===== config.mk =====
export PLATFORM = sky130hd
export DESIGN_NAME = addr_sweep
export DESIGN_NICKNAME = d
export VERILOG_FILES = /design/src/hdl/memtest_pkg.sv /design/src/hdl/addr_sweep.sv
export SDC_FILE = /design/constraint.sdc
export NUM_CORES = 1
export LEC_CHECK = 0
export ABC_AREA = 1
export BUFFER_PORTS_ARGS = -buffer_cell sky130_fd_sc_hd__buf_2
export CORE_UTILIZATION = 26
export DETAILED_ROUTE_END_ITERATION = 8
export PLACE_DENSITY = 0.53
export RECOVER_POWER = 50
export SLEW_MARGIN = 5
export SYNTH_ARGS = -nofsm -noshare
export SYNTH_HDL_FRONTEND = slang
export SYNTH_SLANG_ARGS = --single-unit

===== constraint.sdc =====
create_clock -name clk -period 1.6 [get_ports clk]
set_clock_uncertainty 0.15 [all_clocks]
set_input_delay 0.48 -clock clk [delete_from_list [all_inputs] [get_ports clk]]
set_output_delay 0.48 -clock clk [all_outputs]
set_load 0.005 [all_outputs]

===== src/hdl/memtest_pkg.sv =====
`default_nettype none

package memtest_pkg;

    // ----------------------------------------------------------------------
    // memory geometry
    // ----------------------------------------------------------------------
    localparam int ADDR_W = 10;
    localparam int DATA_W = 16;
    localparam int DEPTH  = 1 << ADDR_W;           // one word per address.

    typedef logic [ADDR_W-1:0] addr_t;
    typedef logic [DATA_W-1:0] word_t;

    // ----------------------------------------------------------------------
    // expected pattern
    // ----------------------------------------------------------------------
    // Every word should read back as its own address.
    // The bits above the address are always zero.
    localparam int PAD_W = DATA_W - ADDR_W;
    localparam logic [PAD_W-1:0] PAD = '0;          // upper bits of every good word.

endpackage

`default_nettype wire


===== src/hdl/addr_sweep.sv =====
`timescale 1ns/100ps
`default_nettype none

module addr_sweep #(
    parameter int unsigned MAX_ADDRESS = 1023
) (
    input  logic               clk,
    input  logic               rst_n,
    input  logic               load,
    input  memtest_pkg::addr_t load_addr,
    input  logic               next,
    output memtest_pkg::addr_t addr,
    output logic               is_last
);
    import memtest_pkg::*;

    localparam addr_t LAST = addr_t'(MAX_ADDRESS);

    addr_t count;

    always_ff @(posedge clk or negedge rst_n) begin
        if (!rst_n) begin
            count <= '0;
        end else if (load) begin
            count <= load_addr;                   // load wins over advance.
        end else if (next && count != LAST) begin
            count <= count + 1'b1;
        end
    end

    assign addr    = count;
    assign is_last = (count == LAST);

endmodule

`default_nettype wire


==> run metrics, run 1 <==
Post-Synthesis Cells 112; top-level I/O count 25; min Tclk post-route 1.86 ns; Largest register FFs 10; drt pass-1 iters 4; vias in the first global route 729; mapped cell area 727 um^2; setup_tns -0.257 ns; Slew Viols, Final 0; highest metal used met4; Core ar. 2570 um^2; Final Cell Area 1070 um^2; RSZ-0062 raised after global routing yes; FF+latch count, synth 10; hold path depth 3; die area 3010 um^2; DR WL met3 62 um; final period utilization 1.16; initial DRC count 12; Row Count 18; Hold Startpoint load_addr[9]; number of synthesized flops with an enable pin 0; GRT overflow 0; post-synthesis sequential area ratio 0.344; Tot Pwr 785 uW; FFs w/ async S/R, synth 1.00; DRC viols 0; Post-DP HPWL 1.52 mm; r2r startpoint addr[1]; Max-cap violations 0; Worst-Skew Late Latency 0.27 ns; pre-CTS setup slack 0.00787 ns; Worst-path clk slew 0.06 ns; Max clock buf depth 2; CTS buffer count 3; Synth top area share 0.344; Crit. End Element output port; R2R setup slack 0.06 ns; reg2reg path depth 10; Final WS setup -0.257 ns; data arrival time of the worst path 1.23 ns; layout cells sized above 1 0.351; largest vdd supply drop 364 uV; WL met1 980 um; antenna-violating nets left 0; Initial Util 0.283; count leader, synth nand2_1; Final Wtd Congestion 0.827; CTS tree done; IO buf count 24; Mean Syn Cell Area 6.49 um^2; CP startpoint kind flop; root buf cell clkbuf_4; GRT Overall Usage 0.161; antenna cells 0; via count 861; Hold Vio Cnt, Final 0; hold slack 0.276 ns; # nets final 171; Hold EP addr[9]; Max-slew headroom 0.578; mean routed wirelength per cell 10.8 um; critical-path maximum fanout 2; clk sinks 10; LEAKAGE 0.579 nW; syn_nets 127; Detailed Route WL 1.99 mm; status complete, but fails checks; Req. time, crit path 0.97 ns; Worst Tran Pin Value 0.633 ns; synth unique cells 21; Pwr Density 732 nW/um^2; initial antenna violation count 0; setup violators final 1; H-tree Lvls 1; largest area contributor in the netlist dfrtp_1; critical path type reg -> out; top cells by area, synth dfrtp_1 (34%), nand2_1 (28%), nand3_1 (9.0%); failing checks setup timing; ys flop type dfrtp_1; die extent in y 54.9 um; fillers 287; Yosys warning total 0; first-pass GRT wire length 3.33 mm; largest net degree at the start of global routing 11; Critical R2R Capture addr[4]; Area growth, synth to finish 47.5%; Die Wd 54.9 um; Placed Area 976 um^2; worst hold-check path type in -> reg; highest clock rate 0.538 GHz; synth cell count leaders nand2_1 (55), nand3_1 (13), dfrtp_1 (10); Vias/cell 4.68; metal2 WL 908 um
[how the worst max path moves through the flow]
stage	startpoint	to
floorplan	addr[0]	is_last
global placement	addr[0]	is_last
detailed placement	addr[0]	is_last
CTS	addr[1]	is_last
global route	addr[0]	is_last
finish	addr[1]	is_last
[worst max-delay path, cell delays in order, from the launching register on]
cell and delay (ns):
dfrtp_1 0.36, ha_2 0.19, nand2_2 0.07, nor2_4 0.10, nand3_2 0.08, inv_1 0.06
buf_2 0.10
[cell usage in the layout, fill, tap and decap left out, drive strengths merged]
cell type,count
clkinv,2
clkbuf,4
buf,37
dlygate4sd3,1
inv,8
nor2,10
nand3,14
o21bai,1
a21oi,1
dfrtp,10
ha,1
nand2,59
o21ai,6
[metal layers]
metal | vias to the layer above | global-route usage
li1 | 440 | -
met1 | 399 | 0.213
met2 | 17 | 0.253
met3 | 5 | 0.0250
met4 | 0 | 0.0769
met5 | - | 0
[cell families after synthesis]
| group | after synthesis | synth area share |
|---|---|---|
| and+or+nand+nor | 82 | 0.497 |
| DFF | 10 | 0.344 |
| AOI/OAI and AO/OA | 8 | 0.0637 |
| buffers and inverters | 11 | 0.0774 |
| adders and majority gates | 1 | 0.0172 |
[area by class of cell]
class / count / area, um^2 / share of cell area
Multi-Input combinational cell: 92 / 460 / 0.429
Timing Repair Buffer: 39 / 249 / 0.232
Inverter: 10 / 52.6 / 0.0490
Tap cell: 30 / 37.5 / 0.0350
Clock buffer: 3 / 22.5 / 0.0210
Sequential cell: 10 / 250 / 0.233
[per-stage QoR]
step	utilization	instances
after detailed placement	0.380	177
after global placement	0.380	177
final	0.418	184
after global routing	0.418	184
after floorplan	-	112
after CTS	0.401	183
[timing repair]
item / 4_1_cts / 5_1_grt
setup buffers: 2 / 0
hold endpoints to repair: 10 / 0
resized for setup: 2 / 8
endpoints found under the setup margin: 1 / 15
cloned: 0 / 1
hold buffers: 1 / 0
pin swaps: 2 / 5
[power breakdown]
group	internal [mW]	total, mW	switching (mW)	leakage [nW]
Clock	0.0871	0.176	0.0891	0.0138
Sequential	0.286	0.314	0.0275	0.123
Combinational	0.140	0.295	0.156	0.442
(Power assumes the default switching activity.)
==> run 2: changes to the inputs <==
--- a/config.mk
+++ b/config.mk
@@ -15,3 +15,4 @@
 export SYNTH_ARGS = -nofsm -noshare
 export SYNTH_HDL_FRONTEND = slang
 export SYNTH_SLANG_ARGS = --single-unit
+export TNS_END_PERCENT = 20
==> run 2 against run 1 <==
The flow still finishes with violations (setup timing). Core utilization shrank 0.78 points. Combinational power shrank 2%. Count of clock-buffer cells in the layout is the same. Worst hold slack gained 0.00053 ns. Non-clock buffer count is the same. Power shrank 0.62%. Sequential share of layout area grew 0.44 points. Clock power is essentially flat. Sequential power is essentially flat. Sequential cell count is the same. Via count shrank 0.12%. Worst setup slack gained 0.0023 ns. Critical path type unchanged. Highest routed layer unchanged.
==> run metrics, run 2 (synthesized netlist as in run 1, its figures left out) <==
status complete, but fails checks; failing checks setup timing; Max-cap violations 0 (unchanged); area of the multi-input gates 440 um^2 (-4.3%); Core ar. 2570 um^2 (unchanged); worst hold-check path type in -> reg; Critical R2R Capture addr[4]; data arrival time of the worst path 1.22 ns (about the same); Req. time, crit path 0.97 ns (about the same); commonest non-fill, non-tap cell in the layout nand2_1; Crit. End Element output port; drt pass-1 iters 4 (unchanged); critical path type reg -> out; Vias/cell 4.70 (+0.43%); RSZ-0062 raised after global routing yes; Max-slew headroom 0.586 (+0.00812); Tot Pwr 780 uW (-0.62%); Die Wd 54.9 um (unchanged); top-level I/O count 25 (unchanged); Pwr Density 742 nW/um^2 (+1.3%); antenna-violating nets left 0 (unchanged); IO buf count 24 (unchanged); mean routed wirelength per cell 10.7 um (-0.72%); highest clock rate 0.539 GHz (+0.12%); first-pass GRT wire length 3.33 mm (unchanged); hold path depth 3 (unchanged); setup violators final 1 (unchanged); die extent in y 54.9 um (unchanged); Final Wtd Congestion 0.827 (unchanged); setup_tns -0.255 ns (+0.00226 ns); Area growth, synth to finish 44.8%; clk sinks 10 (unchanged); root buf cell clkbuf_4; GRT overflow 0 (unchanged); CP startpoint kind flop; Slew Viols, Final 0 (unchanged); r2r startpoint addr[1]; Worst-Skew Late Latency 0.27 ns (about the same); Hold Startpoint load_addr[9]; via count 860 (-0.12%); GRT Overall Usage 0.161 (unchanged); Initial Util 0.283 (unchanged); antenna cells 0 (unchanged); final period utilization 1.16 (-0.00141); Worst Tran Pin Value 0.621 ns (-0.0122 ns); vias in the first global route 729 (unchanged); Non-Filler Instances 183 (-0.54%); CTS buffer count 3 (unchanged); Final WS setup -0.255 ns (+0.00226 ns); commonest cells after routing, fill and taps aside nand2_1 (55), buf_2 (23), nand3_1 (12), dfrtp_1 (10), buf_4 (10); reg2reg path depth 10 (unchanged); LEAKAGE 0.570 nW (-1.5%); # nets final 170 (-0.58%); initial antenna violation count 0 (unchanged); DRC viols 0 (unchanged); min Tclk post-route 1.85 ns (-0.00225 ns); largest net degree at the start of global routing 11 (unchanged); die area 3010 um^2 (unchanged); Final Cell Area 1050 um^2 (-1.9%); largest vdd supply drop 364 uV (+0.20%); critical-path maximum fanout 2 (unchanged); R2R setup slack 0.06 ns (about the same); Largest register FFs 10 (unchanged); CTS tree done; initial DRC count 5 (-7); Worst-path clk slew 0.06 ns (about the same); Hold Vio Cnt, Final 0 (unchanged); Hold EP addr[9]; fillers 292 (+1.7%); Detailed Route WL 1.96 mm (-1.3%); layout cells sized above 1 0.346 (-0.00424); Placed Area 976 um^2 (unchanged); H-tree Lvls 1 (unchanged); Max clock buf depth 2 (unchanged); Seq. cell area 250 um^2 (unchanged); placed insts 177 (unchanged); Row Count 18 (unchanged); Post-DP HPWL 1.52 mm (unchanged)
[run 2: what timing repair did]
item / in CTS / in global routing
endpoints found under the setup margin: 1 / 15
pin swaps: 2 / 5
hold buffers: 1 / 0
buffers inserted: 2 / 0
resized for setup: 2 / 7
endpoints found under the hold margin: 10 / 0
[run 2: area by class of cell]
type,instances,share of cell area
Timing Repair Buffer,39,0.237
Inverter,10,0.0499
Clock buffer,3,0.0214
Sequential cell,10,0.238
Multi-Input combinational cell,91,0.419
Tap cell,30,0.0357
[run 2: worst max-delay path, cell delays in order, from the launching register on]
cell and delay (ns):
dfrtp_1 0.36, ha_2 0.19, nand2_2 0.07, nor2_4 0.10
nand3_2 0.08, inv_1 0.06, buf_2 0.10
[run 2: power breakdown]
| group | leakage [nW] | internal, mW | switching (mW) | total (mW) |
|---|---|---|---|---|
| clock network | 0.0138 | 0.0871 | 0.0903 | 0.177 |
| logic | 0.433 | 0.138 | 0.152 | 0.290 |
| registers | 0.123 | 0.286 | 0.0269 | 0.313 |
[run 2: worst max-delay path by stage]
stage / startpoint / to / slack [ns] / cells after the start
after CTS: addr[1] / is_last / -0.28 / 6
after global placement: addr[0] / is_last / 0.02 / 6
after detailed placement: addr[0] / is_last / 0.008 / 6
final: addr[1] / is_last / -0.25 / 6
after global routing: addr[0] / is_last / -0.36 / 6
after floorplan: addr[0] / is_last / 0.0007 / 5
[run 2: metal layers]
layer | routed length, um | vias up | global-route usage
li1 | - | 439 | -
met4 | 40 | 0 | 0.0769
met3 | 62 | 5 | 0.0250
met2 | 861 | 17 | 0.253
met1 | 1000 | 399 | 0.213
met5 | 0 | - | 0
[run 2: metrics by stage]
step                 util  setup WS, ns  hold WS (ns)
global route        0.410        -0.357         0.288
finish              0.410        -0.255         0.277
detailed placement  0.380       0.00787         0.214
floorplan               -      0.000657        0.0344
CTS                 0.401        -0.284         0.275
global placement    0.380        0.0244         0.215
