`src/hdl/report_pkg.sv`:
```
`default_nettype none

package report_pkg;

    localparam int BYTE_W = 8;

    typedef logic [BYTE_W-1:0] byte_t;
    typedef logic [7:0]        cnt_t;             // error count, saturates.
    typedef logic [2:0]        idx_t;             // byte position inside a record.

    localparam cnt_t CNT_MAX = 8'hff;

    // ----------------------------------------------------------------------
    // record layout
    // ----------------------------------------------------------------------
    localparam byte_t ERR_MARK  = 8'hee;
    localparam byte_t DONE_MARK = 8'hdd;
    localparam int    ERR_LEN   = 7;              // mark, address, expected, actual.
    localparam int    DONE_LEN  = 2;              // mark and count.

endpackage

`default_nettype wire

```
`src/hdl/uart_tx.sv`:
```
`timescale 1ns/100ps
`default_nettype none

module uart_tx #(
    parameter int unsigned CLKS_PER_BIT = 4
) (
    input  logic              clk,
    input  logic              rst_n,
    input  logic              tx_valid,
    input  report_pkg::byte_t tx_byte,
    output logic              tx_accepted,
    output logic              tx
);
    import report_pkg::*;

    localparam int FRAME_W = BYTE_W + 2;         // start, data, stop.
    localparam int TIMER_W = (CLKS_PER_BIT > 1) ? $clog2(CLKS_PER_BIT) : 1;
    localparam int COUNT_W = $clog2(FRAME_W);

    logic               sending;
    logic [FRAME_W-1:0] shifter;
    logic [TIMER_W-1:0] timer;
    logic [COUNT_W-1:0] bit_cnt;
    logic               bit_end;
    logic               frame_end;

    assign bit_end   = sending && (timer == TIMER_W'(CLKS_PER_BIT - 1));
    assign frame_end = bit_end && (bit_cnt == COUNT_W'(FRAME_W - 1));

    // The byte is acknowledged as the stop bit ends.
    // The sender holds it until then, so an idle reporter means an idle line.
    assign tx_accepted = frame_end;

    always_ff @(posedge clk or negedge rst_n) begin
        if (!rst_n) begin
            sending <= 1'b0;
            shifter <= '1;                        // line idles high.
            timer   <= '0;
            bit_cnt <= '0;
        end else if (!sending) begin
            if (tx_valid) begin
                sending <= 1'b1;
                shifter <= {1'b1, tx_byte, 1'b0}; // lsb goes out first.
                timer   <= '0;
                bit_cnt <= '0;
            end
        end else if (bit_end) begin
            timer <= '0;
            if (frame_end) begin
                sending <= 1'b0;
            end else begin
                bit_cnt <= bit_cnt + 1'b1;
                shifter <= {1'b1, shifter[FRAME_W-1:1]};
            end
        end else begin
            timer <= timer + 1'b1;
        end
    end

    assign tx = shifter[0];

endmodule

`default_nettype wire

```
`config.mk`:
```
export PLATFORM = sky130hd
export DESIGN_NAME = uart_tx
export DESIGN_NICKNAME = d
export VERILOG_FILES = /design/src/hdl/report_pkg.sv /design/src/hdl/uart_tx.sv
export SDC_FILE = /design/constraint.sdc
export NUM_CORES = 1
export LEC_CHECK = 0
export BUFFER_PORTS_ARGS = -buffer_cell sky130_fd_sc_hd__buf_4
export CORE_MARGIN = 4
export CORE_UTILIZATION = 54
export DETAILED_ROUTE_END_ITERATION = 6
export PLACE_DENSITY = 0.76
export SLEW_MARGIN = 30
export SYNTH_ARGS = -nofsm -noshare
export SYNTH_HDL_FRONTEND = slang
export SYNTH_SLANG_ARGS = --single-unit
export TNS_END_PERCENT = 10
```
`constraint.sdc`:
```
create_clock -name clk -period 1.87 [get_ports clk]
set_input_delay 0.2805 -clock clk [delete_from_list [all_inputs] [get_ports clk]]
set_output_delay 0.2805 -clock clk [all_outputs]
set_load 0.1 [all_outputs]
```
==> run_results.csv, run 1 <==
group,metric,value,unit
yosys,ys_seq_area_share,47.5,%
placed_design,io_buffers,12,
worst_setup_path,rr_endpoint,"bit_cnt[0]",
routing,via_per_inst,5.43,
yosys,synthTopCellsByArea,"dfstp_2, dfrtp_1, mux2_2",
worst_setup_path,worstRegToRegCells,5,
routing,ant_nets,0,
worst_setup_path,critPathLaunchType,"register",
clocking,htree_levels,1,
clocking,cts_buffers,3,
status,status,"complete, no violations",
die,start_util,57.5,%
worst_hold_path,min_to,"shifter[8]",
die,die_h,48.0,um
global_route,grtUsageTotal,14.9,%
routing,vias,548,
yosys,synth_top_cell_by_area,"dfstp_2",
global_route,antenna_found_initial,0,
worst_setup_path,critPathMaxFanout,4,
yosys,synth.distinct_cells,27,
yosys,synth_nets,81,
die,dieArea,2310,um^2
die,coreArea,1510,um^2
finish,syn_to_final_growth,20.2,%
clocking,clock_latency,0.29,ns
pwr,powerDensity,1770,nW/um^2
timing,rsz0062_at_grt,"false",
yosys,ys_warn_count,0,
yosys,synth_seq_cells,16,
worst_setup_path,r2r_start,"bit_cnt[0]",
global_route,grt_pass1_vias,551,
finish,drive_gt1_share,57.6,%
worst_hold_path,min_from,"tx_byte[7]",
timing,slew_violations,0,
clocking,clkTransAtPathRegs,0.10,ns
yosys,synth_area,866,um^2
global_route,grt_pass1_wl,2.31,mm
timing,finalSetupTns,0,ns
yosys,synth_top_cell_area_share,27.3,%
yosys,syn-instance-count,67,
routing,drc_errors,0,
worst_setup_path,arrival,1.47,ns
die,rows,14,
timing,max_freq,571,MHz
worst_setup_path,regToRegSetupSlack,0.27,ns
finish,antenna_cells,0,
yosys,synth.avg_cell_area,12.9,um^2
flow_run,drv_cap,0,
clocking,cts_tree,"yes",
pwr,ir_drop,1050,uV
routing,first_pass_iters,2,
clocking,cts.root.buffer_cell,"clkbuf_4",
clocking,cts_buffer_depth,2,
pwr,power,1.84,mW
routing,wl,1.44,mm
global_route,grt_overflow,0,
timing,slew_headroom,81.6,%
timing,clock_skew,0.00330,ns
pwr,power.leakage,0.467,nW
timing,post-route-min-period,1.75,ns
die,die_w,48.0,um
global_route,grt_max_degree,17,
timing,tightest_slew,0.278,ns
timing,finalHoldViolations,0,
timing,setup_viol,0,
routing,dr.first_iter.drc_count,2,
worst_setup_path,required,1.59,ns
timing,fin_crit_sh,93.7,%
clocking,post_cts_buffers,0,
clocking,cts_sinks,16,
finish,final_net_count,100,
placed_design,gp_congestion,0.756,
worst_setup_path,critPathKind,"register to primary output",
placed_design,dp_hpwl,1.02,mm
worst_setup_path,crit_path_end_kind,"primary output",
worst_hold_path,hold_path_depth,2,
routing,drt-wirelength-per-cell,14.2,um
worst_hold_path,min_path_type,"input port to register",
die,ioPinCount,13,
==> through the flow <==
stage | std cells | util (%) | area (um^2) | hold WS (ns) | setup slack (ns)
floorplan | 67 | - | 877 | -0.0151 | 0.113
global placement | 96 | 65.4 | 985 | 0.149 | 0.308
detailed placement | 96 | 65.4 | 985 | 0.150 | 0.278
CTS | 101 | 68.4 | 1030 | 0.221 | 0.0257
global route | 101 | 69.1 | 1040 | 0.230 | 0.0139
finish | 101 | 69.1 | 1040 | 0.227 | 0.118
==> flip-flops by register name, indices dropped and copies added, names as in the netlist <==
name and flops:
timer 2, shifter 9, bit_cnt 4, sending 1
==> cell usage in the layout (no fill, tap or decap) <==
cell            n
a21boi_0        1
a22o_1          1
and3b_1         1
buf_4          15
buf_8           1
clkbuf_4        3
clkbuf_8        1
dfrtp_1         7
dfstp_2         9
dlygate4sd3_1   1
ha_1            2
ha_2            1
inv_1           3
mux2_2          9
mux2_4          6
mux2i_1         2
nand2_1         3
nand2_2         1
nand2b_1        2
nand2b_4        1
nand3_1         2
nand4_1         1
nor2_1          3
nor2b_1         1
nor3_4          1
o211ai_1        1
o21ai_0         3
o21ai_4         1
o22a_1          1
or3_1           1
==> power by group <==
| part | switching, mW | total, mW | internal (mW) |
|---|---|---|---|
| Sequential | 0.106 | 0.655 | 0.549 |
| Clock | 0.117 | 0.235 | 0.119 |
| Combinational | 0.455 | 0.952 | 0.497 |
==> area by class of cell <==
| class | count | area [um^2] |
|---|---|---|
| fill | 111 | 465 |
| multi-input combinational | 45 | 424 |
| sequential | 16 | 412 |
| timing repair buffer | 17 | 138 |
| clock buffer | 4 | 36.3 |
| tap | 16 | 20.0 |
| inverter | 3 | 11.3 |
==> how the worst max path moves through the flow <==
| stage | startpoint | end | slack [ns] | cells past startpoint |
|---|---|---|---|---|
| 3_3_place_gp | bit_cnt[0] | bit_cnt[0] | 0.31 | 5 |
| 4_1_cts | timer[0] | tx_accepted | 0.03 | 4 |
| 6_report | timer[0] | tx_accepted | 0.12 | 4 |
| 5_1_grt | timer[0] | tx_accepted | 0.01 | 4 |
| 3_5_place_dp | bit_cnt[0] | bit_cnt[0] | 0.28 | 5 |
| 2_1_floorplan | timer[0] | tx_accepted | 0.11 | 3 |
==> Yosys cell counts <==
cell type	n
dfstp_2	9
mux2_2	9
dfrtp_1	7
mux2_4	6
ha_1	3
inv_1	3
nand2_1	3
nor2_1	3
o21ai_0	3
mux2i_1	2
nand2b_1	2
nand3_1	2
a21boi_0	1
a22o_1	1
and3b_1	1
buf_12	1
buf_2	1
buf_4	1
nand2_2	1
nand2b_4	1
nand4_1	1
nor2b_1	1
nor3_1	1
o211ai_1	1
o21ai_4	1
o22a_1	1
or3_1	1
==> routing by layer <==
layer | up-vias | GRT usage [%] | routed length, um
li1 | 269 | - | -
met1 | 267 | 17.8 | 686
met2 | 10 | 23.7 | 655
met3 | 2 | 3.38 | 71
met4 | 0 | 9.68 | 22
met5 | - | 0 | 0
==> critical path, cell delays in order, from the launching register on <==
cell     delay, ns
dfrtp_1       0.39
ha_2          0.23
nand2_2       0.11
nor3_4        0.23
buf_8         0.23
==> cell families (layout without fill, tap and decap cells) <==
logic type / count (synthesis) / in the layout / share of synthesized area [%]
flip-flops: 16 / 16 / 47.5
buffers and inverters: 6 / 24 / 5.06
multiplexers: 17 / 17 / 24.4
adder cells (fa/ha/maj): 3 / 3 / 4.34
AO/OA/AOI/OAI: 8 / 8 / 7.37
AND/OR/NAND/NOR: 17 / 17 / 11.3
==> repair_timing <==
| item | 4_1_cts | 5_1_grt |
|---|---|---|
| resized for setup | 0 | 3 |
| endpoints found under the setup margin | 0 | 1 |
| hold buffers | 1 | 0 |
| hold endpoints to repair | 7 | 0 |
No activity file was read; power rests on OpenSTA's default activity.
==> run 2, diff against run 1 <==
--- a/config.mk
+++ b/config.mk
@@ -10,5 +10,6 @@
 export CORE_UTILIZATION = 54
 export DETAILED_ROUTE_END_ITERATION = 6
-export PLACE_DENSITY = 0.76
+export HOLD_SLACK_MARGIN = 0.06
+export PLACE_DENSITY = 0.87
 export SLEW_MARGIN = 30
 export SYNTH_ARGS = -nofsm -noshare
==> constraint.sdc (replaced) <==
create_clock -name clk -period 1.87 [get_ports clk]
set_input_delay 0.2805 -clock clk [delete_from_list [all_inputs] [get_ports clk]]
set_output_delay 0.2805 -clock clk [all_outputs]
set_load 0.005 [all_outputs]
==> run_results.csv, run 2 (synthesis results as in run 1) <==
group,metric,value,unit
routing,ant_nets,0,
pwr,powerDensity,1630,nW/um^2
finish,regMostFlops,"shifter",
clocking,cts_buffers,3,
finish,finalNonFillerCells,100,
worst_setup_path,critical_path_buf_inv_count,1,
routing,drt-wirelength-per-cell,13.9,um
worst_setup_path,required,1.59,ns
worst_hold_path,min_path_type,"input port to register",
worst_setup_path,cp_slowest_cell,"dfrtp_1",
die,dieArea,2310,um^2
placed_design,dp_hpwl,1.05,mm
worst_setup_path,crit_chain,"ha_1, nand2_2, nor3_2, buf_4",
routing,vias,555,
status,status,"complete, no violations",
finish,largestRegisters,"shifter (9), bit_cnt (4), timer (2)",
pwr,ir_drop,909,uV
global_route,grt_pass1_vias,579,
global_route,met3_usage,3.38,%
pwr,power.share.sequential,40.7,%
worst_setup_path,cpPeakStageDelay,0.39,ns
finish,final_net_count,99,
timing,tightest_slew,0.359,ns
placed_design,gp_congestion,0.707,
die,ioPinCount,13,
finish,fillers,118,
timing,fin_crit_sh,90.6,%
finish,layout_common_cells,"buf_4, mux2_2, dfstp_2, dfrtp_1, mux2_4",
clocking,clkTransAtPathRegs,0.10,ns
timing,finalSetupTns,0,ns
timing,finalHoldViolations,0,
finish,drive_gt1_share,54.8,%
pwr,power.leakage,0.455,nW
timing,clock_skew,0.00553,ns
clocking,htree_levels,1,
global_route,grtUsageTotal,15.7,%
finish,largest_reg_flops,9,
routing,first_pass_iters,4,
global_route,grt.met1_usage,20.0,%
global_route,antenna_found_initial,0,
die,die_w,48.0,um
die,start_util,57.5,%
global_route,grt_pass1_wl,2.46,mm
clocking,cts.root.buffer_cell,"clkbuf_4",
global_route,grt.busiest_layer,"met2",
timing,setup_viol,0,
worst_setup_path,critPathMaxFanout,4,
clocking,cts_tree,"yes",
routing,via_per_inst,5.55,
timing,rsz0062_at_grt,"false",
timing,max_freq,591,MHz
pwr,internal_power,1.11,mW
global_route,grt_overflow,0,
timing,slew_headroom,76.1,%
worst_setup_path,critPathKind,"register to primary output",
placed_design,dpl.cell_count,95,
timing,slew_violations,0,
clocking,post_cts_buffers,0,
pwr,p_sw,537,uW
pwr,swShare,32.7,%
die,rows,14,
die,die_h,48.0,um
clocking,cts_buffer_depth,2,
global_route,grt_max_degree,17,
pwr,power_frac_clock,11.6,%
clocking,cts_sinks,16,
worst_setup_path,crit_path_end_kind,"primary output",
clocking,clock_latency,0.28,ns
worst_setup_path,crit_family,"flip-flops",
timing,post-route-min-period,1.69,ns
finish,final_common_cell,"buf_4",
routing,wl,1.39,mm
flow_run,drv_cap,0,
finish,antenna_cells,0,
global_route,grtUsageMet2,26.4,%
worst_setup_path,arrival,1.41,ns
finish,syn_to_final_growth,16.3,%
pwr,combPwrFrac,47.7,%
worst_setup_path,critPathLaunchType,"register",
placed_design,io_buffers,12,
die,coreArea,1510,um^2
routing,dr.first_iter.drc_count,8,
routing,drc_errors,0,
-- run 2: changes by cell type in the layout (fill, tap and decap cells not counted), sizes merged --
cell,before,now
buf,16,15
-- run 2: repair_timing --
item,CTS,global route
hold buffers,1,0
gates resized for setup,0,1
endpoints found under the hold margin,7,0
setup endpoints to repair,0,1
-- run 2: worst paths after layout --
path / cells after the start / from / to / slack (ns)
max: 4 / timer[0] / tx_accepted / 0.18
min: 2 / tx_byte[7] / shifter[8] / 0.22
max reg2reg: 5 / bit_cnt[0] / shifter[3] / 0.21
min reg2reg: 2 / shifter[0] / shifter[0] / 0.47
max in group asynchronous: 2 / rst_n / shifter[5] / 1.24
min in group asynchronous: 2 / rst_n / timer[1] / 0.38
-- run 2: final cells by class --
cell class	instances	area (um^2)	share of cell area, %
Inverter	3	11.3	1.12
Multi-Input combinational cell	45	415	41.2
Tap cell	16	20.0	1.99
Timing Repair Buffer	16	123	12.2
Clock buffer	4	26.3	2.61
Sequential cell	16	412	40.9
-- run 2: power groups by stage --
| stage | logic, mW | clock network, mW | registers [mW] |
|---|---|---|---|
| 2_1_floorplan | 0.700 | 0 | 0.624 |
| 3_3_place_gp | 0.762 | 0 | 0.664 |
| 3_5_place_dp | 0.783 | 0 | 0.674 |
| 4_1_cts | 0.789 | 0.195 | 0.668 |
| 5_1_grt | 0.897 | 0.214 | 0.691 |
| 6_report | 0.783 | 0.191 | 0.668 |
-- run 2: metal layers --
metal | up-vias | wire, um
met5 | - | 0
li1 | 269 | -
met1 | 270 | 670
met3 | 2 | 63
met2 | 14 | 645
met4 | 0 | 11
-- run 2: metrics by stage --
stage	cell area, um^2	total power, mW	utilization [%]	setup WS (ns)	hold slack [ns]
global route	1010	1.80	66.9	0.0423	0.223
CTS	1000	1.65	66.5	0.114	0.223
finish	1010	1.64	66.9	0.177	0.224
global placement	966	1.43	64.1	0.268	0.148
floorplan	866	1.32	-	0.375	-0.0151
detailed placement	966	1.46	64.1	0.213	0.152
==> run 3, diff against run 2 <==
ABC_AREA = 1   (was default)
CORE_UTILIZATION = 55   (was 54)
PLACE_DENSITY = 0.88   (was 0.87)
==> run_results.csv, run 3 <==
group,metric,value,unit
worst_setup_path,cp_slowest_cell,"dfrtp_1",
pwr,p_sw,687,uW
routing,drc_errors,0,
worst_hold_path,min_path_type,"input port to register",
finish,fillers,131,
finish,final_net_count,149,
pwr,combPwrFrac,46.3,%
timing,slew_headroom,69.9,%
worst_setup_path,arrival,1.44,ns
yosys,synth_top_cell_area_share,24.6,%
yosys,synth-async-reset-ratio,100,%
pwr,powerDensity,1500,nW/um^2
worst_setup_path,r2r_start,"sending",
worst_setup_path,cpPeakStageDelay,0.41,ns
pwr,power_frac_clock,11.4,%
finish,final_common_cell,"nand2_1",
yosys,synth_top_cell_by_area,"dfstp_2",
clocking,htree_levels,1,
die,coreArea,1580,um^2
routing,wl,1.92,mm
die,ioPinCount,13,
yosys,synthFlopType,"dfstp_2",
placed_design,dp_hpwl,1.32,mm
clocking,cts.root.buffer_cell,"clkbuf_4",
die,dieArea,2480,um^2
timing,finalHoldViolations,0,
clocking,post_cts_resized,0,
worst_setup_path,rr_endpoint,"bit_cnt[2]",
pwr,internal_power,955,uW
worst_hold_path,hold_path_depth,4,
worst_setup_path,critical_path_buf_inv_count,3,
worst_setup_path,crit_path_end_kind,"primary output",
worst_hold_path,min_to,"timer[0]",
flow_run,drv_cap,0,
timing,slew_violations,0,
pwr,power.leakage,0.559,nW
yosys,synth.distinct_cells,21,
worst_setup_path,crit_chain,"ha_1, nand2_1, clkinv_1, nand3_4, inv_1, buf_4",
routing,via_per_inst,5.32,
finish,largestRegisters,"shifter (9), bit_cnt (4), timer (2)",
finish,syn_to_final_growth,13.7,%
yosys,synthTopCellsByArea,"dfstp_2, dfrtp_1, nand2_1",
clocking,clock_latency,0.29,ns
yosys,synth.avg_cell_area,8.09,um^2
timing,setup_viol,0,
yosys,synth.most_common_cell,"nand2_1",
timing,rsz0062_at_grt,"false",
yosys,synth_edf_count,0,
routing,drt-wirelength-per-cell,12.8,um
global_route,antenna_found_initial,0,
die,start_util,61.0,%
worst_hold_path,min_from,"tx_valid",
worst_setup_path,critPathKind,"register to primary output",
timing,fin_crit_sh,91.9,%
placed_design,io_buffers,12,
timing,max_freq,582,MHz
pwr,ir_drop,965,uV
placed_design,gp_congestion,0.823,
timing,clock_skew,0.0115,ns
routing,vias,798,
yosys,syn-instance-count,119,
timing,post-route-min-period,1.72,ns
worst_setup_path,regToRegSetupSlack,0.28,ns
finish,final_core_util,69.4,%
worst_setup_path,crit_family,"flip-flops",
global_route,grt_pass1_wl,3.04,mm
clocking,clkTransAtPathRegs,0.09,ns
routing,first_pass_iters,4,
timing,finalSetupTns,0,ns
worst_setup_path,required,1.59,ns
global_route,grtUsageTotal,16.1,%
worst_setup_path,critPathMaxFanout,6,
clocking,cts_tree,"yes",
routing,ant_nets,0,
finish,largest_reg_flops,9,
die,rows,14,
worst_setup_path,critPathLaunchType,"register",
finish,drive_gt1_share,35.1,%
yosys,ys_seq_area_share,42.8,%
finish,regMostFlops,"shifter",
finish,multi_input_area,468,um^2
clocking,cts_buffers,3,
timing,tightest_slew,0.451,ns
worst_setup_path,worstRegToRegCells,6,
yosys,synth_area,962,um^2
clocking,cts_buffer_depth,2,
yosys,netlist_top_cells_count,"nand2_1, nand4_1, nand2_2",
yosys,ys_warn_count,0,
yosys,synth_nets,133,
routing,dr.first_iter.drc_count,28,
finish,seqCellArea,412,um^2
global_route,grt_pass1_vias,681,
finish,antenna_cells,0,
status,status,"complete, no violations",
pwr,power.share.sequential,42.2,%
timing,holdWs,0.238,ns
yosys,synth_seq_cells,16,
die,die_w,49.8,um
clocking,cts_sinks,16,
pwr,swShare,41.8,%
global_route,grt_max_degree,17,
finish,layout_common_cells,"nand2_1, buf_4, nand4_1, nand2_2, dfstp_2",
global_route,grt_overflow,0,
die,die_h,49.8,um
## run 3: changes by cell type after synthesis, sizes merged, moves of 2 or more
cell    change
mux2i       -2
nand2b      -3
mux2       -15
o21ai       -3
nor2        +5
nand2      +51
inv         +6
nand4      +11
nand3       +2
buf         +3
## run 3: worst min-delay path, cell delays in order
cell     delay (ns)
buf_4          0.08
nor2_2         0.04
nand2_1        0.05
o21ai_1        0.05
## run 3: routing by layer
metal / wire [um] / global-route usage, % / vias to the layer above
met4: 4 / 4.61 / 0
met3: 133 / 6.63 / 2
met1: 813 / 21.7 / 365
li1: - / - / 407
met5: 0 / 0 / -
met2: 965 / 23.6 / 24
## run 3: power by group through the flow
stage / Sequential, mW / Combinational, mW / Clock, mW
after global routing: 0.716 / 0.861 / 0.208
after floorplan: 0.664 / 0.682 / 0
final: 0.693 / 0.761 / 0.187
after detailed placement: 0.695 / 0.746 / 0
after CTS: 0.692 / 0.750 / 0.192
after global placement: 0.692 / 0.716 / 0
## run 3: final cells by class
class,instances,share of cell area [%]
Sequential cell,16,37.6
Tap cell,16,1.83
Inverter,10,3.43
Multi-Input combinational cell,87,42.8
Clock buffer,4,2.40
Timing Repair Buffer,17,11.9
## run 3: worst max-delay path by stage
stage                     startpoint     endpoint  slack, ns  cells past startpoint
after floorplan             timer[0]  tx_accepted       0.47                      6
after global placement       sending   bit_cnt[2]       0.34                      6
after detailed placement     sending   bit_cnt[2]       0.30                      6
after CTS                   timer[0]  tx_accepted       0.07                      6
after global routing        timer[0]  tx_accepted       0.05                      6
final                       timer[0]  tx_accepted       0.15                      6
## run 3: metrics by stage
stage               power [mW]  setup slack (ns)  instances  area, um^2
finish                    1.64             0.151        150        1090
global route              1.78            0.0505        150        1090
CTS                       1.63            0.0738        146        1060
detailed placement        1.44             0.295        141        1030
global placement          1.41             0.336        141        1030
floorplan                 1.35             0.467        119         962
## run 3: logic make-up (layout without fill, tap and decap cells)
group	after synthesis	count (layout)	synth area share, %
flip-flops	16	16	42.8
adder cells (fa/ha/maj)	3	3	3.90
XOR/XNOR	1	1	0.910
AND/OR/NAND/NOR	80	80	41.6
buffers and inverters	16	31	8.58
AO/OA/AOI/OAI	3	3	2.21
## run 3: what timing repair did
item,in CTS,in global routing
setup buffers,0,4
hold buffers,1,0
endpoints found under the setup margin,0,1
endpoints found under the hold margin,9,0
