## src/hdl/memtest_pkg.sv

```systemverilog
`default_nettype none

package memtest_pkg;

    // ----------------------------------------------------------------------
    // memory geometry
    // ----------------------------------------------------------------------
    localparam int ADDR_W = 10;
    localparam int DATA_W = 16;
    localparam int DEPTH  = 1 << ADDR_W;           // one word per address.

    typedef logic [ADDR_W-1:0] addr_t;
    typedef logic [DATA_W-1:0] word_t;

    // ----------------------------------------------------------------------
    // expected pattern
    // ----------------------------------------------------------------------
    // Every word should read back as its own address.
    // The bits above the address are always zero.
    localparam int PAD_W = DATA_W - ADDR_W;
    localparam logic [PAD_W-1:0] PAD = '0;          // upper bits of every good word.

endpackage

`default_nettype wire

```

## src/hdl/report_pkg.sv

```systemverilog
`default_nettype none

package report_pkg;

    localparam int BYTE_W = 8;

    typedef logic [BYTE_W-1:0] byte_t;
    typedef logic [7:0]        cnt_t;             // error count, saturates.
    typedef logic [2:0]        idx_t;             // byte position inside a record.

    localparam cnt_t CNT_MAX = 8'hff;

    // ----------------------------------------------------------------------
    // record layout
    // ----------------------------------------------------------------------
    localparam byte_t ERR_MARK  = 8'hee;
    localparam byte_t DONE_MARK = 8'hdd;
    localparam int    ERR_LEN   = 7;              // mark, address, expected, actual.
    localparam int    DONE_LEN  = 2;              // mark and count.

endpackage

`default_nettype wire

```

## src/hdl/sweep_fsm.sv

```systemverilog
`timescale 1ns/100ps
`default_nettype none

module sweep_fsm #(
    parameter int unsigned MAX_ADDRESS = 1023
) (
    input  logic               clk,
    input  logic               rst_n,
    input  logic               start,
    output logic               busy,
    output logic               addr_load,
    output logic               addr_next,
    output memtest_pkg::addr_t load_addr,
    input  memtest_pkg::addr_t addr,
    input  logic               is_last,
    input  memtest_pkg::word_t rd_data,
    output logic               err_event,
    output logic               done_event,
    output memtest_pkg::addr_t err_addr,
    output memtest_pkg::word_t err_expected,
    output memtest_pkg::word_t err_actual,
    output report_pkg::cnt_t   err_count,
    input  logic               report_idle
);
    import memtest_pkg::*;
    import report_pkg::*;

    typedef enum logic [2:0] {
        S_IDLE,
        S_SWEEP,
        S_WAIT_REPORT,
        S_FINISH,
        S_WAIT_DONE
    } state_t;

    state_t state, state_next;
    logic   cmp_valid;                            // a read is due for compare.
    addr_t  cmp_addr;                             // address of that read.
    word_t  expected;
    logic   mismatch;

    assign expected = {PAD, cmp_addr};
    assign mismatch = cmp_valid && (rd_data != expected);

    // ----------------------------------------------------------------------
    // next state and strobes
    // ----------------------------------------------------------------------
    always_comb begin
        state_next = state;
        addr_load  = 1'b0;
        addr_next  = 1'b0;
        err_event  = 1'b0;
        done_event = 1'b0;
        case (state)
            S_IDLE: begin
                if (start) begin
                    addr_load  = 1'b1;            // rewind to address zero.
                    state_next = S_SWEEP;
                end
            end
            S_SWEEP: begin
                if (mismatch) begin
                    err_event  = 1'b1;            // freeze, the read in flight is dropped.
                    state_next = S_WAIT_REPORT;
                end else if (is_last) begin
                    state_next = S_FINISH;
                end else begin
                    addr_next = 1'b1;
                end
            end
            S_WAIT_REPORT: begin
                if (report_idle) begin
                    if (cmp_addr == addr_t'(MAX_ADDRESS)) begin
                        state_next = S_FINISH;
                    end else begin
                        addr_load  = 1'b1;
                        state_next = S_SWEEP;
                    end
                end
            end
            S_FINISH: begin
                if (mismatch) begin
                    err_event  = 1'b1;
                    state_next = S_WAIT_REPORT;
                end else begin
                    done_event = 1'b1;
                    state_next = S_WAIT_DONE;
                end
            end
            default: begin
                if (report_idle) begin
                    state_next = S_IDLE;          // done record has left the line.
                end
            end
        endcase
    end

    assign busy         = (state != S_IDLE);
    assign load_addr    = (state == S_IDLE) ? addr_t'(0) : addr_t'(cmp_addr + 1'b1);
    assign err_addr     = cmp_addr;
    assign err_expected = expected;
    assign err_actual   = rd_data;

    always_ff @(posedge clk or negedge rst_n) begin
        if (!rst_n) begin
            state     <= S_IDLE;
            cmp_valid <= 1'b0;
            err_count <= '0;
        end else begin
            state     <= state_next;
            cmp_valid <= (state == S_SWEEP) && !mismatch;
            if (state == S_IDLE && start) begin
                err_count <= '0;
            end else if (err_event && err_count != CNT_MAX) begin
                err_count <= err_count + 1'b1;
            end
        end
    end

    always_ff @(posedge clk) begin
        if (state == S_SWEEP && !mismatch) begin
            cmp_addr <= addr;                     // tracks the address being read.
        end
    end

endmodule

`default_nettype wire

```

## config.mk

```make
export PLATFORM = sky130hd
export DESIGN_NAME = sweep_fsm
export DESIGN_NICKNAME = d
export VERILOG_FILES = /design/src/hdl/memtest_pkg.sv /design/src/hdl/report_pkg.sv /design/src/hdl/sweep_fsm.sv
export SDC_FILE = /design/constraint.sdc
export NUM_CORES = 1
export LEC_CHECK = 0
export BUFFER_PORTS_ARGS = -buffer_cell sky130_fd_sc_hd__buf_2
export CAP_MARGIN = 20
export CORE_MARGIN = 5
export CORE_UTILIZATION = 43
export CTS_CLUSTER_DIAMETER = 200
export DETAILED_ROUTE_END_ITERATION = 16
export PLACE_DENSITY = 0.8
export SETUP_SLACK_MARGIN = 0.1
export SLEW_MARGIN = 20
export SYNTH_ARGS = -nofsm -noshare
export SYNTH_HDL_FRONTEND = slang
export SYNTH_SLANG_ARGS = --single-unit
export TNS_END_PERCENT = 30
```

## constraint.sdc

```tcl
create_clock -name clk -period 3.08 [get_ports clk]
set_clock_uncertainty 0.05 [all_clocks]
set_input_delay 0.308 -clock clk [delete_from_list [all_inputs] [get_ports clk]]
set_output_delay 0.308 -clock clk [all_outputs]
set_load 0.05 [all_outputs]
```

==> results of run 1 <==
## stage by stage
stage	utilization [%]	setup WS (ps)	hold WS [ps]	total power, mW
6_report	53.85	325.5	158.9	2.215
5_1_grt	53.85	175.1	147.2	2.321
4_1_cts	53.50	177.4	154.2	2.216
3_5_place_dp	51.25	489.0	146.0	1.938
3_3_place_gp	51.25	566.3	146.1	1.932
2_1_floorplan	-	188.1	-37.59	1.688
## cells in the final DEF (no fill, tap or decap), types with 2 or more instances in the layout
cell type	n
or4_1	2
nor3_1	2
xnor2_1	5
dfrtp_1	12
nor2_1	17
inv_1	7
buf_2	89
edfxtp_1	10
nor4_2	2
xor2_1	13
or3_1	3
nor2b_1	2
nand3_1	9
mux2i_1	6
a21oi_1	4
and3_1	4
o21ai_0	2
clkbuf_8	3
nand4_1	5
nand2_1	15
ha_1	2
conb_1	6
## sequential cells by signal (all words and copies together) (netlist names)
signal	flops
err_addr	10
err_count	8
state	3
cmp_valid	1
## area by class of cell
class,count,area (um^2)
clock buffer,3,41.29
clock inverter,1,30.03
fill,334,1664
inverter,7,26.28
multi-input combinational,114,720.7
sequential,22,600.6
tap,48,60.06
timing repair buffer,91,462.9
## how the worst min path moves through the flow
stage	slack, ps	depth (start not counted)	to	startpoint
after floorplan	-40	0	cmp_valid$_DFF_PN0_	rst_n
after global placement	150	1	err_count[6]$_DFFE_PN0P_	rst_n
after detailed placement	150	1	err_count[6]$_DFFE_PN0P_	rst_n
after CTS	150	1	err_addr[2]$_DFFE_PP_	addr[2]
after global routing	150	1	err_addr[6]$_DFFE_PP_	addr[6]
final	160	1	err_addr[6]$_DFFE_PP_	addr[6]
## power by group through the flow
stage / clock network, mW / logic (mW) / registers (mW)
after floorplan: 0 / 1.03 / 0.660
after global placement: 0 / 1.40 / 0.530
after detailed placement: 0 / 1.40 / 0.536
after CTS: 0.276 / 1.41 / 0.530
after global routing: 0.284 / 1.48 / 0.553
final: 0.270 / 1.41 / 0.532
## timing repair
| action | CTS | global route |
|---|---|---|
| gates resized for setup | 0 | 2 |
| setup endpoints to repair | 0 | 2 |
| endpoints found under the hold margin | 12 | 0 |
| hold buffers | 1 | 0 |
## per-layer routing
| metal | wire (um) | vias up | part of all wire (%) |
|---|---|---|---|
| met5 | 0 | - | 0 |
| met4 | 59 | 0 | 1.5 |
| met3 | 287 | 4 | 7.4 |
| met2 | 2008 | 51 | 52 |
| met1 | 1519 | 629 | 39 |
| li1 | - | 686 | - |
## cell families (layout without fill, tap and decap cells)
| group | Yosys count | count (layout) | share of synthesized area, % |
|---|---|---|---|
| AOI/OAI and AO/OA | 13 | 13 | 5.251 |
| xor gates and xnor gates | 18 | 18 | 10.02 |
| adders and majority gates | 2 | 2 | 1.591 |
| buffers and inverters | 43 | 102 | 17.98 |
| DFF | 22 | 22 | 38.19 |
| muxes | 6 | 6 | 3.819 |
| other | 1 | 6 | 0.2384 |
| and+or+nand+nor | 69 | 69 | 22.91 |
==> results.md, run 1 <==
Die:
- For this configuration, the core starts out at a cell density of 43.62%.
- The core area is between 0.003 and 0.004 mm^2.
- The floorplan has 22 rows.
- The floorplan step set the die width to about 70 um.
- The overall die area is 0.004967 mm^2.
- In this run the count of I/O pins placed on the die edge is 96.
- From bottom edge to top edge, the die measures 70.48 um.

Logic synthesis:
- The synthesized area per cell is 9.039 um^2.
- The post-synthesis cell type count is 37.
- Of the post-synthesis cell area, the dominant cell type holds 19.09%.
- The most numerous cell in the Yosys netlist is buf_4.
- In this run, synthesis inferred 10 flip-flops with an integrated enable.
- The yosys synthesis warning count is 0.
- The synthesized instance count is 174.
- The cell area after synthesis is 0.001573 mm^2.
- Synthesis inferred 22 register bits.
- The share of the Yosys chip area taken by registers is 38.19%.
- After synthesis, the most frequently instantiated cells are buf_4 (32), nor2_1 (17), nand2_1 (15).
- Of all cell types, the one taking the most synthesized area is dfrtp_1.
- In the synthesized netlist the async set-or-reset flop fraction comes to 54.55%.
- Among all flip-flop cells after synthesis, the most frequent one is dfrtp_1.
- Yosys attributes the largest share of cell area to dfrtp_1 (19%), edfxtp_1 (19%), buf_4 (15%), xor2_1 (7.2%), nor2_1 (4.1%).

Critical path:
- The launch point of the critical path is err_addr[5]$_DFFE_PP_.
- STA classifies the critical path startpoint as a flip-flop.
- The worst setup path is captured at a primary output.
- The endpoint of the worst-slack reg-to-reg timing path is err_addr[7]$_DFFE_PP_.
- The required time reported for the critical path endpoint is 2720 ps.
- The arrival time reported for the critical path endpoint is 2400 ps.
- For the worst flop-to-flop path, the logic depth is 5.
- The critical path endpoint is addr_next.
- The dominant delay contributor by cell family on the critical path is simple AND/OR/NAND/NOR gates.
- The number of gates on the worst path with buffers counted is 6.
- Walking the worst path, the cells encountered are xor2_1 -> nor4_2 -> nand3_1 -> a211o_1 -> nor2_1 -> buf_2.
- The maximum fanout count along the critical path is 7.
- The buffer and inverter count on the worst path is 1.
- The slowest stage of the critical path is the edfxtp_1 cell.
- In this run the critical register-to-register path is launched from err_addr[5]$_DFFE_PP_.
- The type of the worst setup path is reg2out.
- The worst stage delay on the critical path is 510 ps.
- The reg-to-reg setup timing slack is around 640 ps.

Global route:
- The global routing usage on met2 is 26.82%.
- The remaining global-route overflow is 0.
- Global routing consumed, over all layers together, 15.29% of the routing resources.
- The first-pass GRT wire length is 6023 um.
- Global routing consumed, on the met3 layer, 3.597% of the routing resources.
- The largest net degree at the start of global routing is 14.
- met2 is the most crowded layer.
- In the global route stage, met1 resource usage came out at 17.88%.
- The number of antenna violations at the first check in global routing is 0.
- The via count of the first global-routing pass came to 1265.

Layout:
- The fraction of layout instances using a drive strength above 1 is 42.44%.
- The area growth from synthesis to layout is 23.47%.
- The number of antenna diodes in the final layout is 0.
- For this run, the post-layout net count is between 200 and 300.
- After routing the design area is 0.001942 mm^2.
- The number of standard cells in the final layout excluding fillers is 286.

Pwr:
- Internal power comes to 0.8966 mW.
- In this run, the combinational gates consume 63.8% of the power.
- VDD sags by at most between 0.6 and 0.7 mV.
- The part of the total power dissipated in sequential elements is 24.0%.
- The share of power burned in the clock network is 12.2%.
- In this run the power density over the cells is 1141 mW/mm^2.
- In this run the static leakage power is 0.9986 nW.
- In this run switching power makes up 59.51% of total power.
- The net switching power is 1.318 mW.

Timing:
- After layout, the worst path uses approximately nine tenths of the clock period.
- The number of max-slew violations in the final report was 0.
- For this run, the top clock speed supported by timing is 363.0 MHz.
- Setup repair after global routing left no endpoint under its margin.
- The sum of negative setup slack is 0 ps.
- For the finished layout, the period the worst path requires is between 2000 and 3000 ps.
- The number of hold violations in the final report was 0.
- Setup violations remaining at the end of the flow were counted as 0.

Run:
- The tool flagged a number of max-cap violations equal to 0.

Outcome:
- The run finished with clean final reports.

Place:
- The count of port buffers added during placement is 89.
- After legalization and detailed placement, the total HPWL measured 3105 um.
- The placer's final routability congestion estimate is 0.8600.
- The post-placement cell area is 0.001848 mm^2.
- The placed cell count is 281.

CTS:
- The clock tree root buffer cell is clkbuf_8.
- The clock latency of the later-clocked register in the worst-skew pair is around 270 ps.
- The CTS tree is yes.
- CTS built an H-tree with a depth of 1.
- The clock passes through at most 2 buffers.
- The number of setup buffers added after CTS is 0.
- Clock-pin slew was measured on the worst setup and hold paths at 80 ps.
- The count of clock tree sinks is 22.
- The number of clock buffers added by TritonCTS is 3.

Routing:
- The first TritonRoute pass finished after 4 iterations.
- The total vias in the final route is about 1400.
- The number of DRC markers in iteration 0 is 56.
- The count of nets left with antenna violations once routing finished came out at 0.
- The via density per instance is about 4.8.
- After detailed routing, the average wire length per cell comes to 13.55 um.
- Summed over all layers, the routed wires come to 3875 um.
- After detailed routing, the number of remaining DRC violations is 0.

Min path:
- The class of the most critical hold timing path is in2reg.
(Power assumes the default switching activity.)
==> inputs of run 2 (changes only) <==
--- a/config.mk
+++ b/config.mk
@@ -7,11 +7,13 @@
 export LEC_CHECK = 0
 export BUFFER_PORTS_ARGS = -buffer_cell sky130_fd_sc_hd__buf_2
 export CAP_MARGIN = 20
+export CELL_PAD_IN_SITES_DETAIL_PLACEMENT = 1
+export CELL_PAD_IN_SITES_GLOBAL_PLACEMENT = 1
 export CORE_MARGIN = 5
-export CORE_UTILIZATION = 43
+export CORE_UTILIZATION = 32
 export CTS_CLUSTER_DIAMETER = 200
 export DETAILED_ROUTE_END_ITERATION = 16
-export PLACE_DENSITY = 0.8
+export PLACE_DENSITY_LB_ADDON = 0.1
 export SETUP_SLACK_MARGIN = 0.1
 export SLEW_MARGIN = 20
 export SYNTH_ARGS = -nofsm -noshare
==> constraint.sdc (replaced) <==
create_clock -name clk -period 3.58 [get_ports clk]
set_clock_uncertainty 0.05 [all_clocks]
set_input_delay 0.358 -clock clk [delete_from_list [all_inputs] [get_ports clk]]
set_output_delay 0.358 -clock clk [all_outputs]
set_load 0.05 [all_outputs]
==> results.md, run 2 (synthesis results as in run 1) <==
Routing:
- For this block, the via count after detailed routing is ~1400.
- After detailed routing, the number of remaining DRC violations is 0.
- Wires add up to 4332 um.
- In the final routed layout, each cell accounts on average for 14.20 um.
- The number of DRC markers in iteration 0 is 16.
- After detailed routing, the number of vias per cell comes to 4.636.
- The first detailed-routing pass ran for 4 iterations.
- In this run the remaining antenna-violating nets after routing total 0.

Timing:
- At the pin with the least slew margin, the transition time is ~600 ps.
- The number of max-slew violations in the final report came to 0.
- The sum of negative setup slack is 0 ps.
- Of the available clock period, the critical path in the final layout requires about 83%.
- The final critical-path required period is slightly below 3000 ps.
- Derived from the worst setup path, the maximum achievable clock frequency is 336.7 MHz.
- The final setup violation count is 0.
- The number of hold violations in the final report is 0.
- Setup repair after global routing left no endpoint under its margin.
- Setup slack closes at 609.9 ps.
- The worst relative slew slack is 59.59%.

CTS:
- TritonCTS built the clock tree.
- Once the clock tree was built, the setup fixing pass inserted 0 buffers.
- In this run, post-CTS repair resized a total of 0 instances.
- Clock tree synthesis selected as its root buffer the cell clkbuf_8.
- No sink is reached through more buffers than the 2 on the longest clock path.
- The depth of the CTS H-tree is 1.
- The count of clock tree sinks is 22.
- The number of clock buffers added by TritonCTS is 3.
- Clock-pin slew was measured on the worst setup and hold paths at 80 ps.
- The clock latency of the later-clocked register in the worst-skew pair is 260 ps.

Critical path:
- The worst setup path is launched from a flip-flop.
- The type of the worst setup path is reg2out.
- The arrival time reported for the critical path endpoint is 2560 ps.
- The maximum fanout count along the critical path is 7.
- The endpoint kind of the worst setup timing path is a primary output.
- In this run the worst setup path begins at err_addr[5]$_DFFE_PP_.
- The critical register-to-register path startpoint is err_addr[5]$_DFFE_PP_.
- The required time reported for the critical path endpoint is 3170 ps.

Die:
- The die covers between 0.006 and 0.007 mm^2.
- For this configuration, the core starts out at a cell density of around a third.
- The floorplan die height is 80.11 um.
- From left edge to right edge, the die measures 80.11 um.
- The core area is 0.004755 mm^2.
- The standard-cell row count is 25.
- In this run the count of I/O pins placed on the die edge is 96.

Global route:
- Summed over all layers, the global routing overflow is 0.
- Entering global routing, the biggest net connects 14 pins.
- The aggregate global-route resource usage is 13.38%.
- The number of antenna violations at the first check in global routing is 0.
- The first-pass GRT wire length is 6844 um.
- The via count of the first global-routing pass came to roughly 1400.

Layout:
- The total of fill cells in the finished design is 616.
- The area growth from synthesis to layout is 24.18%.
- In the final design database the tool counted 272 nets.
- The fraction of the core area covered by cells at the end of the flow is ~41%.
- The most common cell after layout, fill and taps aside is buf_2.
- The register with the most flip-flops in the layout has 10 of them.
- In the layout the commonest cells are buf_2 (89), nor2_1 (17), nand2_1 (15).
- The number of antenna diodes in the final layout is 0.
- Cells with a size suffix above 1 make up 41.60% of the layout.

Pwr:
- The maximum ir drop on the vdd rail is 0.4096 mV.
- Summed over all cells, the static leakage comes to 0.9977 nW.
- In this run the power density over the cells is 967.6 mW/mm^2.
- The total power consumption of the routed design is ~1.9 mW.

Run:
- The max-cap violation count is 0.

Place:
- The post-DP HPWL is about 3600 um.
- The count of port buffers added during placement is 89.
- The placer's final routability congestion estimate is 0.7315.
- The post-placement setup slack is 810.2 ps.

Min path:
- The startpoint of the tightest hold check path is addr[4].
- The class of the most critical hold timing path is in2reg.

Outcome:
- The run finished with clean final reports.
[run 2: report_power, final]
| group | internal (mW) | switching, mW | leakage (nW) |
|---|---|---|---|
| clock network | 0.149 | 0.0799 | 0.0357 |
| logic | 0.272 | 0.931 | 0.707 |
| registers | 0.347 | 0.111 | 0.255 |
[run 2: stage by stage]
stage	cell area (um^2)	std cells	hold slack [ps]
global placement	1872	300	213.7
CTS	1953	305	215.0
global route	1953	305	203.0
finish	1953	305	222.0
floorplan	1592	179	12.41
detailed placement	1872	300	218.9
[run 2: worst max-delay path, stage by stage (launching register included)]
cell and delay, ps:
edfxtp_1 510, xor2_1 190, nor4_1 520, nand3_1 340, a211o_1 400, nor2_1 90, buf_2 260
[run 2: area by class of cell]
type	count	area, um^2	area share (%)
multi-input combinational	114	708.2	36.26
timing repair buffer	91	462.9	23.70
tap	67	83.83	4.292
sequential	22	600.6	30.75
clock inverter	1	30.03	1.537
clock buffer	3	41.29	2.114
inverter	7	26.28	1.345
[run 2: path summary, 6_finish.rpt]
path                                       endpoint  slack [ps]  cells past startpoint
max in group asynchronous  err_count[2]$_DFFE_PN0P_        2790                      2
min                           err_addr[4]$_DFFE_PP_         220                      1
max                                       addr_next         610                      6
max reg2reg                   err_addr[3]$_DFFE_PP_         890                      5
min in group asynchronous  err_count[1]$_DFFE_PN0P_         460                      2
min reg2reg                err_count[4]$_DFFE_PN0P_         480                      1
[run 2: layer usage]
layer  global-route usage [%]  vias to the layer above  share of wire [%]
met4                    2.534                        0               0.51
met3                    2.803                        2                9.3
li1                         -                      690                  -
met5                        0                        -                  0
met1                    16.84                      662                 42
met2                    23.59                       60                 48
[run 2: timing repair]
action | CTS | global route
hold endpoints to repair | 12 | 0
hold buffers | 1 | 0
setup endpoints to repair | 0 | 0
==> inputs of run 3 (changes only) <==
--- a/config.mk
+++ b/config.mk
@@ -10,7 +10,7 @@
 export CELL_PAD_IN_SITES_DETAIL_PLACEMENT = 1
 export CELL_PAD_IN_SITES_GLOBAL_PLACEMENT = 1
 export CORE_MARGIN = 5
-export CORE_UTILIZATION = 32
+export CORE_UTILIZATION = 27
 export CTS_CLUSTER_DIAMETER = 200
 export DETAILED_ROUTE_END_ITERATION = 16
 export PLACE_DENSITY_LB_ADDON = 0.1
==> constraint.sdc (replaced) <==
create_clock -name clk -period 2.47 [get_ports clk]
set_clock_uncertainty 0.05 [all_clocks]
set_input_delay 0.247 -clock clk [delete_from_list [all_inputs] [get_ports clk]]
set_output_delay 0.247 -clock clk [all_outputs]
set_load 0.05 [all_outputs]
==> results.md, run 3 (synthesis results as in run 1) <==
Critical path:
- The required time reported for the critical path endpoint is 2170 ps.
- STA classifies the critical path startpoint as a flip-flop.
- The largest individual stage delay along the critical path comes from the cell edfxtp_1.
- The worst stage delay on the critical path is about 400 ps.
- The worst setup path is captured at a primary output.
- In this run the worst path has a maximum fanout of 5.
- Data on the critical path arrives at its endpoint at just under 2000 ps.
- The reg-to-reg setup timing slack is 410 ps.
- The critical path goes through xor2_1 -> nor4_2 -> nand3_1 -> buf_4 -> nand2_1 -> and3_1 -> buf_6.
- The type of the worst setup path is reg2out.

Routing:
- The remaining routing DRC violations is 0.
- The first-pass iteration count of the detailed router is 4.
- The via density per instance is 4.509.
- The total vias in the final route is approximately 1500.
- Summed over all layers, the routed wires come to 4811 um.
- The post-detailed-route count of antenna-violating nets is 0.
- The routed wirelength normalized by instance count is 14.85 um.
- The number of DRC markers in iteration 0 is 21.

Layout:
- Summing all non-filler instances in the final layout gives an area of 0.002085 mm^2.
- The register with the most flip-flops in the layout has 10 of them.
- The library cells used most frequently in the layout, excluding fill and tap cells, are buf_2 (86), nor2_1 (15), nand2_1 (15), buf_4 (15), xor2_1 (13).
- The fraction of layout instances using a drive strength above 1 is approximately 48%.
- The area growth from synthesis to layout is 32.54%.
- The net count of the finished layout is 286.
- The total inserted antenna cells is 0.
- The most common cell after layout, fill and taps aside is buf_2.
- Cells fill 37.40% of the core in the end.

Run:
- The max-cap violation count is 0.

CTS:
- The depth of the CTS H-tree is 1.
- The clock latency of the later-clocked register in the worst-skew pair is 270 ps.
- TritonCTS built the clock tree.
- The number of clock buffers added by TritonCTS is 3.
- After clock tree synthesis, the clock-pin slew on the worst setup and hold paths is 90 ps.
- The tree built by TritonCTS fans out to 22 sinks.
- CTS placed an instance of clkbuf_8 at the clock tree root.
- The clock passes through at most 2 buffers.

Min path:
- The class of the most critical hold timing path is in2reg.

Timing:
- Setup slack closes at 180.9 ps.
- Adding up every negative setup slack in the final design gives 0 ps.
- The number of hold violations in the final report is 0.
- Of the available clock period, the critical path in the final layout requires between 90% and 100%.
- The timing-limited maximum frequency is 436.8 MHz.
- The routed design could run at a clock period as short as 2289 ps.
- The tightest hold path in the finished design has a slack of between 90 and 100 ps.
- The final setup violation count is 0.
- The number of max-slew violations in the final report is 0.
- Setup repair after global routing could not meet its margin everywhere.

Die:
- The effective utilization at floorplan is 28.22%.
- The core area is 0.005574 mm^2.
- 96 I/O pins were placed.
- The horizontal die dimension is 86.32 um.
- Row generation in the floorplan step produced 27 rows.
- Measured along the y axis, the die boundary spans 86.32 um.
- The overall die area is between 0.007 and 0.008 mm^2.

Pwr:
- The analysis attributes to cell leakage a power of ~1.1 nW.
- The maximum ir drop on the vdd rail is ~0.47 mV.
- The power per standard cell area is 1351 mW/mm^2.

Place:
- The post-placement setup slack is 288.0 ps.
- The count of port buffers added during placement is 89.
- After detailed placement, the total cell area comes to 0.001966 mm^2.
- The HPWL after detailed placement is 3893 um.
- The congestion estimate from routability-driven global placement came to between 0.7 and 0.8.

Global route:
- The via count of the first global-routing pass came to 1548.
- The largest net degree at the start of global routing is 14.
- The first global-routing pass estimated 7700 um of wire.
- The remaining global-route overflow is 0.
- Global routing consumed, over all layers together, 12.84% of the routing resources.
- The number of antenna violations at the first check in global routing is 0.

Outcome:
- The flow ran to the end, and the final reports show no timing, DRC or antenna violations.
run 3: cell types whose count changed in the layout (fill, tap and decap cells not counted), moves of 2 or more:
cell,change
buf_4,+14
buf_2,-3
buf_6,+2
nor2_1,-2
nor4_1,-2
nor4_2,+2
run 3: cell type report:
| cell class | instances | area, um^2 |
|---|---|---|
| multi-input combinational | 114 | 739.5 |
| inverter | 7 | 26.28 |
| fill | 698 | 3490 |
| clock buffer | 4 | 45.04 |
| tap | 72 | 90.09 |
| timing repair buffer | 105 | 583.1 |
| sequential | 22 | 600.6 |
run 3: final timing paths:
| kind | startpoint | endpoint | cells past startpoint |
|---|---|---|---|
| worst min register to register | err_count[4]$_DFFE_PN0P_ | err_count[4]$_DFFE_PN0P_ | 1 |
| worst min-delay path | addr[5] | err_addr[5]$_DFFE_PP_ | 1 |
| worst max-delay path | err_addr[7]$_DFFE_PP_ | done_event | 7 |
| worst max register to register | err_addr[7]$_DFFE_PP_ | err_addr[9]$_DFFE_PP_ | 5 |
| max in group asynchronous | rst_n | cmp_valid$_DFF_PN0_ | 2 |
| min in group asynchronous | rst_n | err_count[2]$_DFFE_PN0P_ | 2 |
run 3: power breakdown:
group	internal, mW	leakage (nW)	switching (mW)
Combinational	0.498	0.775	1.47
Sequential	0.501	0.255	0.107
Clock	0.115	0.0228	0.128
Total	1.11	1.05	1.70
run 3: what timing repair did:
item / in CTS / in global routing
endpoints found under the setup margin: 2 / 3
hold buffers: 1 / 0
pin swaps: 5 / 4
buffers inserted: 3 / 3
hold endpoints to repair: 12 / 0
gates resized for setup: 3 / 4
run 3: layer usage:
metal | vias to the layer above | share of wire [%] | track usage, %
li1 | 715 | - | -
met1 | 688 | 44 | 17.31
met2 | 54 | 48 | 21.63
met3 | 4 | 6.7 | 2.186
met4 | 0 | 0.71 | 2.550
met5 | - | 0 | 0
run 3: per-stage QoR:
stage | power [mW] | cells
finish | 2.816 | 324
global route | 2.986 | 324
CTS | 2.831 | 321
global placement | 2.556 | 313
detailed placement | 2.556 | 313
floorplan | 2.136 | 179
run 3: worst max-delay path: cells and delay by family (launching register included):
family / cells / cell delay, ps
buf+inv: 2 / 350
simple gates: 4 / 810
flops: 1 / 400
xor+xnor: 1 / 160
